### src/rtl/core_pkg.sv
// Core package with datapath widths, opcode enums and pipeline register structs
`default_nettype none

package core_pkg;

    localparam int XLEN       = 32;             // Data and address width
    localparam int REG_ADDR_W = 5;              // Register index width

    typedef logic [XLEN-1:0]       word_t;      // Data word
    typedef logic [REG_ADDR_W-1:0] reg_addr_t;  // Register index

    ////////////////////////////////////////////////////
    // Encodings
    ////////////////////////////////////////////////////
    typedef enum logic [6:0] {
        OP     = 7'b0110011,                    // Register-register ALU
        OP_IMM = 7'b0010011,                    // Register-immediate ALU
        LOAD   = 7'b0000011,                    // LW
        STORE  = 7'b0100011                     // SW
    } insn_op_e;

    typedef enum logic [2:0] {
        ALU_ADD,
        ALU_SUB,
        ALU_AND,
        ALU_OR,
        ALU_XOR
    } alu_op_e;

    typedef enum logic [1:0] {
        MEM_NONE,
        MEM_LOAD,
        MEM_STORE
    } mem_op_e;

    typedef enum logic [1:0] {
        FWD_NONE,                               // Take register file value
        FWD_EX,                                 // Take live ALU result
        FWD_MEM                                 // Take value about to retire
    } fwd_sel_e;

    ////////////////////////////////////////////////////
    // Pipeline registers
    ////////////////////////////////////////////////////
    typedef struct packed {
        logic  en;                              // Slot holds an instruction
        word_t pc;                              // Fetch address
        word_t insn;                            // Raw instruction word
    } if_id_t;

    typedef struct packed {
        logic      en;
        alu_op_e   alu_op;
        word_t     alu_in_0;                    // rs1 after forwarding
        word_t     alu_in_1;                    // rs2 or immediate
        mem_op_e   mem_op;
        word_t     mem_wr_data;                 // Store data
        reg_addr_t rd_addr;
        logic      gpr_we;
    } id_ex_t;

    typedef struct packed {
        logic      en;
        mem_op_e   mem_op;
        word_t     mem_wr_data;
        reg_addr_t rd_addr;
        logic      gpr_we;
        word_t     out;                         // ALU result or byte address
    } ex_mem_t;

    typedef struct packed {
        logic      we;
        reg_addr_t addr;
        word_t     data;
    } gpr_wr_t;

endpackage

`default_nettype wire

### src/rtl/ex_stage.sv
// Execute stage with the ALU and the EX/MEM pipeline register
`timescale 1ns/1ps
`default_nettype none

module ex_stage (
    input  wire                        clk,
    input  wire                        rst_n,
    input  wire core_pkg::id_ex_t      id_ex,
    output core_pkg::word_t            ex_fwd_data,   // Combinational ALU result
    output core_pkg::ex_mem_t          ex_mem
);

    always_comb begin
        case (id_ex.alu_op)
            core_pkg::ALU_SUB: ex_fwd_data = id_ex.alu_in_0 - id_ex.alu_in_1;
            core_pkg::ALU_AND: ex_fwd_data = id_ex.alu_in_0 & id_ex.alu_in_1;
            core_pkg::ALU_OR:  ex_fwd_data = id_ex.alu_in_0 | id_ex.alu_in_1;
            core_pkg::ALU_XOR: ex_fwd_data = id_ex.alu_in_0 ^ id_ex.alu_in_1;
            default:           ex_fwd_data = id_ex.alu_in_0 + id_ex.alu_in_1;
        endcase
    end

    always_ff @(posedge clk) begin
        if (!rst_n) begin
            ex_mem.en     <= 1'b0;
            ex_mem.gpr_we <= 1'b0;
            ex_mem.mem_op <= core_pkg::MEM_NONE;
        end else begin
            ex_mem.en     <= id_ex.en;
            ex_mem.gpr_we <= id_ex.gpr_we;
            ex_mem.mem_op <= id_ex.mem_op;
        end
        ex_mem.mem_wr_data <= id_ex.mem_wr_data;
        ex_mem.rd_addr     <= id_ex.rd_addr;
        ex_mem.out         <= ex_fwd_data;        // Address for LW and SW
    end

endmodule

`default_nettype wire

### config.mk
export PLATFORM = sky130hd
export DESIGN_NAME = ex_stage
export DESIGN_NICKNAME = d
export VERILOG_FILES = /design/src/rtl/core_pkg.sv /design/src/rtl/ex_stage.sv
export SDC_FILE = /design/constraint.sdc
export NUM_CORES = 1
export LEC_CHECK = 0
export ABC_AREA = 1
export BUFFER_PORTS_ARGS = -buffer_cell sky130_fd_sc_hd__buf_2
export CAP_MARGIN = 20
export CORE_UTILIZATION = 40
export DETAILED_ROUTE_END_ITERATION = 7
export PLACE_DENSITY_LB_ADDON = 0.08
export SLEW_MARGIN = 20
export SYNTH_ARGS = -nofsm -noshare
export SYNTH_HDL_FRONTEND = slang
export SYNTH_SLANG_ARGS = --single-unit
export TNS_END_PERCENT = 1
### constraint.sdc
create_clock -name clk -period 5.58 [get_ports clk]
set_clock_uncertainty 0.15 [all_clocks]
set_input_delay 0.558 -clock clk [delete_from_list [all_inputs] [get_ports clk]]
set_output_delay 0.558 -clock clk [all_outputs]
set_load 0.005 [all_outputs]
## Word level (Yosys, flattened, before mapping)

Cells that the tools add are included.

- Output and inout bits: 105
- Word-level logic and storage cells: 16
- Bits of input ports: 110
- Register bits: 73

- Eq/ne operators: 4
- Mux-type cells: 1
- Add/sub/neg operators: 2
- Bitwise operators: 3

Operators by type and width:

| cell | number |
|---|---|
| 32-bit case mux with 4 select lines | 1 |
| 32-bit adder | 1 |
| 32-bit bitwise AND | 1 |
| 32-bit bitwise OR | 1 |
| 32-bit subtractor | 1 |
| 32-bit bitwise XOR | 1 |
| 3-bit by 2-bit == test with 1-bit output (second input constant) | 2 |
| 3-bit by 1-bit == test with 1-bit output (second input constant) | 1 |
| 3-bit == test (second input constant) | 1 |

## Longest topological paths before layout

Gate-level depths: netlist of the first run.

- Depth in word-level cells: 2
- Mapped depth: 23

## Worst setup path after synthesis of the first run

No wires, ideal clock.

- Path kind: input -> output
- Start: input port id_ex[40] (netlist bit)
- End: output port ex_fwd_data[31]
- Slack: 2.158 ns
- Cell stages on the path: 19
- Path buffers: 0
- Required time: 4.872 ns
- Data arrival time: 2.714 ns
- Path through: inv_1 -> ha_1 -> nand3_2 -> nor2_2 -> nand3_2 -> o21ai_4 -> nand3_1 -> xor2_1 -> ha_1 -> nand2_1 -> inv_1 -> a21oi_1 -> nand2_1 -> a21oi_1 -> nand2_1 -> nand2_1 -> nand2_1 -> nand2_1 -> nand2_1

- Cells in the longest elaborated chain, start to end: 2
- Elaborated cells on any way between the ends: 3
- Classes of those cells: 2 x add/sub; 1 x mux

RTL lines:

| element | line | source |
|---|---|---|
| start: declaration | ex_stage.sv:8 | `input wire core_pkg::id_ex_t id_ex,` |
| 32-bit adder or 32-bit subtractor (tied branches) | ex_stage.sv:19, ex_stage.sv:15 |  |
| 32-bit case mux with 4 select lines (*) | ex_stage.sv:14 | `case (id_ex.alu_op)` |
| end: declaration | ex_stage.sv:9 | `output core_pkg::word_t ex_fwd_data,` |

Mark *: on every way between the ends. The rest lies on a longest branch, timed or not.

## Final worst setup path of the first run

- Start: input port id_ex[106] (netlist bit)
- End: output port ex_fwd_data[26]

- Cells in the longest elaborated chain, start to end: 2
- Elaborated cells on any way between the ends: 5
- Classes of those cells: 4 x eq/ne; 1 x mux

RTL lines:

| element | line |
|---|---|
| 3-bit == test (tied with other cells) | ex_stage.sv:14 |
| 32-bit case mux with 4 select lines (*) | ex_stage.sv:14 |

Marked as above.

==> results.md, run 1 <==
* Port buffer count at 214
* Die area at 0.0169 sq mm
* Max Root-Sink Buffers at 2
* Post CTS Setup Buffer Count at 0
* Largest stage delay, worst path at 0.41 ns
* Period utilization at 79.8%
* Worst path slowest cell: inv_1
* Final core utilization at 51.1%
* Ports at 215
* Post-Syn Area per Cell at 6.46 sq um
* Max FO, Critical Path at 23
* Power density over the cells at 234 mW/mm^2
* RSZ-0062 raised after global routing: no
* Yosys synthesis warning count at 0
* Most common cell on crit path: nand2_1
* Largest net degree at the start of global routing at 33
* Core area at 0.0159 sq mm
* Final WL at 20800 um
* Design area at 0.00814 sq mm
* Ratio of cells with drive above 1 in the final layout at 22.1%
* Post-Syn Area at 0.00655 sq mm
* Die height at 130 um
* Mapped Nets at 1221
* Top reg by flops: ex_mem
* Gpl congestion at 0.944
* Minimum clock period at 4.45 ns
* Largest register FFs at 73
* Final ANT Viol Nets at 0
* CTS sink cnt at 73
* P_leak at 4.91 nW
* Crit start category: primary input
* Pre-CTS WS at 1.17 ns
* CP cell instances: buf_2 > inv_1 > nand3_1 > buf_4 > inv_1 > nor2_1 > a21oi_2 > xor2_1 > inv_1 > ha_1 > nand2_1 > nor2_1 > nand2_1 > nor3_1 > nand2_1 > nand3b_1 > nand2_1 > nand2_1 > nand2_1 > nand2_1 > buf_2
* Register area share after synthesis at 22.3%
* Initial core utilization at 41.1%
* CTS resizes at 0
* Pwr Total at 1.90 mW
* Wire length of the first global-routing pass at 32400 um
* WL/cell at 14.3 um
* Setup violators final at 0
* Maximum capacitance violations at 0
* WP buf/inv at 6
* Final Hold Vio Count at 0
* Rel. slew slack at 56.2%
* Row cnt at 46
* Req. time, crit path at 4.87 ns
* Total DRC errors in the routed layout at 0
* First-pass iteration count of the detailed router at 5
* Fillers at 1750
* Root Driver: clkbuf_16
* Die width at 130 um
* Crit end category: primary output
* Nets at 1435
* Critical path's top delay family: simple AND/OR/NAND/NOR gates
* Diode count at 0
* H-tree depth at 3
* Initial antenna violation count at 0
* Area Overhead vs Synth at 24.3%
* Worst Max-Slew Pin Slew at 0.656 ns
* Crit path kind: in2out
* Worst Hold Class: in2reg
* Cell count after synthesis at 1014
* Slew Viols, Final at 0
* Highest clock rate at 0.225 GHz
* Outcome: finished clean
* Clock buffer count from CTS at 9
* Setup TNS at 0 ns
* Post-synth cell types at 38
* GRT overflow at 0
* Vias in the first global route at 6320
* Critical Path AT at 3.74 ns
* Largest regs: ex_mem: 73 flops
* Post-DP Area at 0.00785 sq mm
* Global-route usage over all layers at 25.2%
* DRT iter0 DRCs at 467
* Multi-input logic area at 0.00428 sq mm
* Clock Pin Slew Worst Setup and Hold Paths at 0.06 ns
* FF+latch area at 0.00146 sq mm
* DR vias/cell at 4.76
* Post-CTS Hold Buffers at 0
* Setup WS post-layout at 1.13 ns
* VDD IR-drop max at 0.147 mV
* Synthesized flop and latch total at 73
* Via Count at 6902
* CTS tree: done
* Dpl hpwl at 17300 um
==> power breakdown <==
part	leakage, nW	switching, mW	internal, mW
registers	0.615	0.0129	0.588
clock network	0.146	0.266	0.314
logic	4.14	0.443	0.278
==> layer usage <==
layer | GRT usage [%] | wire length (um) | share of wire [%] | up-vias
met5 | 0 | 0 | 0 | -
met4 | 5.81 | 211 | 1.0 | 0
met3 | 4.84 | 1480 | 7.1 | 12
met2 | 43.6 | 9560 | 46 | 225
met1 | 32.2 | 9520 | 46 | 3074
li1 | - | - | - | 3591
==> layout by cell type, fill, tap and decap left out, types with 22 or more instances in the layout <==
cell,Yosys,routed
nor2_1,86,85
a221oi_1,22,22
dfxtp_1,73,73
a21oi_1,32,32
nand2_1,315,315
buf_2,9,214
nand3_1,44,44
ha_1,96,96
inv_1,193,192
xor2_1,37,37
==> path summary, 6_finish.rpt <==
| check | from | end | cells after the start |
|---|---|---|---|
| min | id_ex[12] | ex_mem[44]$_DFF_P_ | 1 |
| max | id_ex[106] | ex_fwd_data[26] | 21 |
==> stage by stage <==
stage,cells,hold WS [ns]
CTS,1449,0.143
global route,1449,0.141
finish,1449,0.156
floorplan,1014,0.436
detailed placement,1433,0.512
global placement,1433,0.510
==> kinds of logic after synthesis <==
logic type,count (synthesis),synth area share [%]
buf+inv,211,12.5
flops,73,22.3
compound gates,88,8.88
fa+ha+maj,97,18.6
simple gates,506,32.4
xor+xnor,39,5.21
==> area by class of cell <==
class	instances	share of cell area (%)
tap	216	3.32
clock buffer	9	2.77
sequential	73	17.9
multi-input combinational	730	52.5
clock inverter	7	0.876
timing repair buffer	218	13.5
inverter	196	9.04
==> Yosys cell counts, drive strengths merged <==
master | instances | area [sq um]
buf | 10 | 52.6
nand3 | 48 | 260
nor2 | 95 | 379
dlygate4sd1 | 1 | 8.76
fa | 1 | 20.0
nand2 | 327 | 1260
xor2 | 37 | 324
a21oi | 33 | 169
nand3b | 4 | 30.0
nor4 | 3 | 25.0
xnor2 | 2 | 17.5
dfxtp | 73 | 1460
o31ai | 1 | 7.51
and2 | 1 | 6.26
a21o | 1 | 7.51
a31oi | 3 | 18.8
nand4 | 13 | 81.3
ha | 96 | 1200
nor3 | 11 | 60.1
o21ai | 17 | 96.3
or2 | 4 | 25.0
inv | 196 | 736
a221oi | 22 | 193
clkbuf | 4 | 25.0
o21bai | 4 | 30.0
o2111ai | 6 | 52.6
o211ai | 1 | 7.51
Note: power is estimated with default switching activity, not from simulation.
==> run 2: changes to the inputs <==
==> constraint.sdc (replaced) <==
create_clock -name clk -period 4.35 [get_ports clk]
set_clock_uncertainty 0.15 [all_clocks]
set_input_delay 0.435 -clock clk [delete_from_list [all_inputs] [get_ports clk]]
set_output_delay 0.435 -clock clk [all_outputs]
set_load 0.005 [all_outputs]
==> run 2 against run 1 <==
Count of clock-buffer cells in the layout unchanged. Combinational power increased by 28%. Critical path type unchanged. Critical path depth unchanged. Flip-flop and latch count unchanged. Routed wire length increased by 1.6%. Setup slack got worse by 0.75 ns. Power increased by 27%. Sequential share of layout area decreased by 0.058 points. Largest power group unchanged. Highest routed layer unchanged. Sequential power increased by 28%. First-iteration DRC count decreased by 11%.
==> results.md, run 2 (synthesized netlist as in run 1, its figures left out) <==
* RSZ-0062 raised after global routing: no
* Max FO, Critical Path at 6 (-74%)
* Total DRC errors in the routed layout at 0 (unchanged)
* Max Root-Sink Buffers at 2 (unchanged)
* Final ANT Viol Nets at 0 (unchanged)
* Initial core utilization at 41.1% (unchanged)
* DR vias/cell at 4.82 (+1.1%)
* Fillers at 1712 (-2.2%)
* Ratio of cells with drive above 1 in the final layout at 22.3% (+0.23 points)
* Highest clock rate at 0.252 GHz
* Req. time, crit path at 3.76 ns (-1.11 ns)
* Critical Path AT at 3.39 ns (-0.35 ns)
* Final core utilization at 51.2% (+0.16 points)
* Multi-input logic area at 0.00428 sq mm (unchanged)
* Die area at 0.0169 sq mm (unchanged)
* VDD IR-drop max at 0.204 mV (+38%)
* Ports at 215 (unchanged)
* Area Overhead vs Synth at 24.7%
* Crit start category: primary input
* Critical path's top delay family: simple AND/OR/NAND/NOR gates
* Pwr Total at 2.41 mW (+27%)
* H-tree depth at 3 (unchanged)
* Final WL at 21100 um (+1.6%)
* Worst Max-Slew Pin Slew at 0.888 ns (+0.232 ns)
* Initial antenna violation count at 0 (unchanged)
* Most common cell after layout, fill and taps aside: nand2_1
* Dpl hpwl at 17800 um (+3.3%)
* Port buffer count at 214 (unchanged)
* Minimum clock period at 3.97 ns
* Setup violators final at 0 (unchanged)
* CTS sink cnt at 73 (unchanged)
* Gpl congestion at 0.950 (+0.60%)
* P_leak at 4.92 nW (+0.29%)
* Power density over the cells at 295 mW/mm^2 (+26%)
* Top reg by flops: ex_mem
* Clock Pin Slew Worst Setup and Hold Paths at 0.06 ns (about the same)
* Worst Hold Path EP: ex_mem[67]$_DFF_P_
* Most frequent cells in the layout: nand2_1, buf_2, inv_1, ha_1, nor2_1
* Maximum capacitance violations at 0 (unchanged)
* Final Hold Vio Count at 0 (unchanged)
* GRT overflow at 0 (unchanged)
* WP buf/inv at 3 (-3)
* Root Driver: clkbuf_16
* CP cell instances: buf_2 > inv_1 > ha_1 > nand3_2 > nor2_2 > nand3_2 > o21ai_4 > nand4_1 > xor2_1 > ha_1 > a21oi_1 > nand2_1 > nand2_1 > nand2_1 > a21oi_1 > nand2_1 > nand2_1 > nand2_1 > nand2_1 > nand2_1 > buf_2
* Largest stage delay, worst path at 0.36 ns (-0.05 ns)
* CTS resizes at 0 (unchanged)
* Period utilization at 91.3%
* Wire length of the first global-routing pass at 32300 um (-0.28%)
* Worst path slowest cell: ha_1
* Hold path depth at 1 (unchanged)
* Die width at 130 um (unchanged)
* DRT iter0 DRCs at 414 (-11%)
* First-pass iteration count of the detailed router at 5 (unchanged)
* Nets at 1440 (+0.35%)
* Post-CTS Hold Buffers at 0 (unchanged)
* CTS tree: done
* Die height at 130 um (unchanged)
* Core area at 0.0159 sq mm (unchanged)
* Rel. slew slack at 40.7% (-15 points)
* Worst Hold Class: in2reg
* Vias in the first global route at 6356 (+0.57%)
* Via Count at 7005 (+1.5%)
* Outcome: finished clean
* Most common cell on crit path: nand2_1
* Clock buffer count from CTS at 9 (unchanged)
* Largest net degree at the start of global routing at 32 (-3.0%)
* Crit end category: primary output
* Largest regs: ex_mem: 73 flops
* Worst min-delay path startpoint: id_ex[35]
* Setup TNS at 0 ns (unchanged)
* FF+latch area at 0.00146 sq mm (unchanged)
* Largest register FFs at 73 (unchanged)
* Slew Viols, Final at 0 (unchanged)
* Row cnt at 46 (unchanged)
* Crit path kind: in2out
* Diode count at 0 (unchanged)
* Global-route usage over all layers at 25.2% (about the same)
* WL/cell at 14.5 um (+1.3%)
* Post CTS Setup Buffer Count at 0 (unchanged)
-- run 2: per-layer routing --
metal | global-route usage [%] | up-vias | routed length [um]
li1 | - | 3597 | -
met1 | 31.9 | 3170 | 9550
met2 | 44.4 | 226 | 9920
met3 | 4.35 | 12 | 1410
met4 | 5.81 | 0 | 223
met5 | 0 | - | 0
-- run 2: power by group --
group	switching (mW)	internal [mW]
registers	0.0171	0.755
clock network	0.322	0.396
logic	0.565	0.356
total	0.904	1.51
-- run 2: worst max-delay path by stage --
stage / from / end / slack (ns) / cells past startpoint
6_report: id_ex[40] / ex_fwd_data[31] / 0.38 / 21
5_1_grt: id_ex[40] / ex_fwd_data[31] / 0.05 / 20
4_1_cts: id_ex[40] / ex_fwd_data[31] / 0.37 / 21
3_5_place_dp: id_ex[40] / ex_fwd_data[26] / 0.38 / 22
3_3_place_gp: id_ex[40] / ex_fwd_data[31] / 0.38 / 21
2_1_floorplan: id_ex[40] / ex_fwd_data[31] / 1.17 / 19
-- run 2: per-stage QoR --
stage	setup slack, ns	cell area (sq um)	hold WS, ns	std cells
6_report	0.378	8170	0.0416	1454
5_1_grt	0.0509	8170	0.0241	1454
4_1_cts	0.371	8170	0.0275	1454
3_5_place_dp	0.377	7880	0.389	1438
3_3_place_gp	0.377	7880	0.387	1438
2_1_floorplan	1.17	6550	0.313	1014
-- run 2: final cells by class --
class | count | area share [%]
Timing Repair Buffer | 223 | 13.9
Clock inverter | 7 | 0.735
Tap cell | 216 | 3.31
Clock buffer | 9 | 2.76
Sequential cell | 73 | 17.9
Multi-Input combinational cell | 730 | 52.4
Inverter | 196 | 9.01
==> run 3: changes to the inputs <==
--- a/config.mk
+++ b/config.mk
@@ -5,10 +5,11 @@
 export SDC_FILE = /design/constraint.sdc
 export NUM_CORES = 1
 export LEC_CHECK = 0
-export ABC_AREA = 1
+export ABC_AREA = 0
 export BUFFER_PORTS_ARGS = -buffer_cell sky130_fd_sc_hd__buf_2
 export CAP_MARGIN = 20
 export CORE_UTILIZATION = 40
+export CTS_CLUSTER_SIZE = 20
 export DETAILED_ROUTE_END_ITERATION = 7
 export PLACE_DENSITY_LB_ADDON = 0.08
 export SLEW_MARGIN = 20
==> run 3 against run 2 <==
Sequential share of layout area fell by 0.13 points. Power is 10% higher. Final cell count down 17%. The run now ends with negative setup slack left. Critical path depth is 3 lower. Routed wire length fell by 10%. Design area up 0.74%.
==> results.md, run 3 <==
* Setup TNS at -1.52 ns (-1.52 ns)
* Core area at 0.0139 sq mm (-13%)
* Crit path kind: in2out
* Combinational fraction of design power at 39.3% (+1.1 points)
* Slew Viols, Final at 0 (unchanged)
* Setup violators final at 9 (+9)
* First-pass iteration count of the detailed router at 4 (-1)
* VDD IR-drop max at 0.231 mV (+14%)
* Maximum capacitance violations at 0 (unchanged)
* Diode count at 0 (unchanged)
* Most common cell after layout, fill and taps aside: buf_2
* Most frequent cells in the layout: buf_2, buf_4, ha_1, inv_1, dfxtp_1
* Switching part of the total at 33.3% (-4.2 points)
* Minimum clock period at 4.64 ns (+0.669 ns)
* Final Hold Vio Count at 0 (unchanged)
* Power density over the cells at 323 mW/mm^2 (+9.4%)
* Nets at 1223 (-15%)
* Vias in the first global route at 5987 (-5.8%)
* RSZ-0062 raised after global routing: yes
* Ys async rst share at 0% (unchanged)
* Final WL at 18900 um (-10%)
* Via Count at 6130 (-12%)
* Worst Hold Class: in2reg
* H-tree depth at 3 (unchanged)
* Clock Pin Slew Worst Setup and Hold Paths at 0.07 ns (about the same)
* Die area at 0.0147 sq mm (-13%)
* Setup WS post-layout at -0.290 ns (-0.669 ns)
* Max Root-Sink Buffers at 2 (unchanged)
* Leading cell types by count after synthesis: ha_1, inv_1, dfxtp_1
* Clock buffer count from CTS at 9 (unchanged)
* DR vias/cell at 5.10 (+5.9%)
* Max FO, Critical Path at 3 (-3)
* Largest stage delay, worst path at 0.54 ns (+0.18 ns)
* Highest clock rate at 0.215 GHz (-14%)
* Port buffer count at 214 (unchanged)
* Post-synth cell types at 49 (+29%)
* Mapped Nets at 910 (-25%)
* Area Overhead vs Synth at 44.2%
* Hold path depth at 1 (unchanged)
* Share of power burned in registers at 29.5% (-2.5 points)
* Global-route usage over all layers at 25.7% (+0.42 points)
* Register area share after synthesis at 25.6% (+3.3 points)
* Synth top area share at 25.6% (+3.3 points)
* Pint at 1.77 mW (+18%)
* Worst Max-Slew Pin Slew at 0.858 ns (-0.0299 ns)
* Post-Syn Area at 0.00571 sq mm (-13%)
* Post-CTS Hold Buffers at 0 (unchanged)
* Yosys top cell by area: dfxtp_1
* Wire length of the first global-routing pass at 29400 um (-8.8%)
* Post-Syn Area per Cell at 8.12 sq um (+26%)
* Initial antenna violation count at 0 (unchanged)
* Failing checks: negative setup slack
* CTS tree: done
* Count leader, synth: ha_1
* Final ANT Viol Nets at 0 (unchanged)
* GRT overflow at 0 (unchanged)
* Total DRC errors in the routed layout at 0 (unchanged)
* Largest regs: ex_mem: 73 flops
* Ratio of cells with drive above 1 in the final layout at 37.2% (+15 points)
* Root Driver: clkbuf_16
* EDFF count, synth at 0 (unchanged)
* Initial core utilization at 41.1% (about the same)
* Crit start category: primary input
* Psw at 0.884 mW (-2.2%)
* Largest net degree at the start of global routing at 45 (+41%)
* Yosys synthesis warning count at 0 (unchanged)
* Worst path slowest cell: or4_4
* Synth area leaders: dfxtp_1, ha_1, xnor2_1, a21oi_1, inv_1
* Dpl hpwl at 15200 um (-15%)
* Period utilization at 107% (+15 points)
* Clock power share at 31.3% (+1.5 points)
* Ports at 215 (unchanged)
* WL/cell at 15.8 um (+8.5%)
* Row cnt at 43 (-6.5%)
* Crit end category: primary output
* Pwr Total at 2.66 mW (+10%)
* Synthesized flop and latch total at 73 (unchanged)
* Pre-CTS WS at -0.492 ns (-0.868 ns)
* CTS sink cnt at 73 (unchanged)
* DRT iter0 DRCs at 241 (-42%)
* Worst Hold Path EP: ex_mem[38]$_DFF_P_
* Largest register FFs at 73 (unchanged)
* Top reg by flops: ex_mem
* Critical Path AT at 4.06 ns (+0.67 ns)
* Final core utilization at 59.3% (+8.0 points)
* Worst min-delay path startpoint: id_ex[6]
* Rel. slew slack at 42.6% (+1.8 points)
* Req. time, crit path at 3.76 ns (about the same)
* Die width at 121 um (-6.6%)
* P_leak at 4.28 nW (-13%)
* Gpl congestion at 0.905 (-4.7%)
* Ys flop type: dfxtp_1
* Die height at 121 um (-6.6%)
* Outcome: finished with violations
* Cell count after synthesis at 703 (-31%)
* CP cell instances: buf_2 > or4_4 > or4_4 > buf_4 > nor2_1 > nor2_1 > xnor2_1 > ha_1 > buf_4 > nand2_1 > o21ai_0 > a22oi_1 > nand2_1 > a31o_2 > or3_1 > nand3_1 > a31oi_1 > buf_2
==> run 3: cell families after synthesis <==
| kind of cell | after synthesis | share of synthesized area, % |
|---|---|---|
| AO/OA/AOI/OAI | 208 | 22.1 |
| XOR/XNOR | 57 | 8.88 |
| buffers and inverters | 103 | 6.78 |
| multiplexers | 8 | 1.40 |
| flip-flops | 73 | 25.6 |
| AND/OR/NAND/NOR | 157 | 13.8 |
| adder cells (fa/ha/maj) | 97 | 21.4 |
==> run 3: worst max-delay path by stage <==
stage | from | end | cells after the start
5_1_grt | id_ex[43] | ex_fwd_data[31] | 19
6_report | id_ex[54] | ex_fwd_data[23] | 18
4_1_cts | id_ex[43] | ex_fwd_data[31] | 19
3_3_place_gp | id_ex[54] | ex_fwd_data[29] | 16
3_5_place_dp | id_ex[44] | ex_fwd_data[29] | 17
2_1_floorplan | id_ex[54] | ex_fwd_data[29] | 14
==> run 3: per-stage QoR <==
stage,instances,hold slack [ns],cell area [sq um]
2_1_floorplan,703,0.313,5710
3_3_place_gp,1181,0.388,7720
3_5_place_dp,1181,0.389,7720
4_1_cts,1199,0.0271,8160
5_1_grt,1201,0.0273,8230
6_report,1201,0.0399,8230
==> run 3: metal layers <==
layer / up-vias / global-route usage (%) / wire length (um)
met3: 22 / 3.81 / 963
met2: 184 / 44.7 / 9170
li1: 3080 / - / -
met4: 0 / 7.87 / 355
met5: - / 0 / 0
met1: 2844 / 32.2 / 8430
==> run 3: critical path: cells and delay by family <==
kind | cells | cell delay [ns]
AO/OA/AOI/OAI | 4 | 0.82
adder cells (fa/ha/maj) | 1 | 0.31
XOR/XNOR | 1 | 0.12
AND/OR/NAND/NOR | 8 | 1.78
buffers and inverters | 4 | 0.60
==> run 3: layout make-up <==
| class | instances | area, sq um |
|---|---|---|
| sequential | 73 | 1460 |
| tap | 180 | 225 |
| inverter | 80 | 300 |
| clock buffer | 9 | 225 |
| multi-input combinational | 527 | 4000 |
| clock inverter | 7 | 100 |
| timing repair buffer | 325 | 1920 |
| fill | 1314 | 5650 |
==> run 3: power by group through the flow <==
stage,registers (mW),clock network [mW],logic (mW)
floorplan,0.816,0,0.491
global placement,0.795,0,0.996
detailed placement,0.798,0,1.00
CTS,0.784,0.857,1.03
global route,0.792,0.884,1.15
finish,0.783,0.831,1.04
==> run 3: repair_timing <==
action | in CTS | in global routing
endpoints found under the setup margin | 14 | 18
gates resized for setup | 30 | 13
pin swaps | 8 | 9
setup buffers | 2 | 2
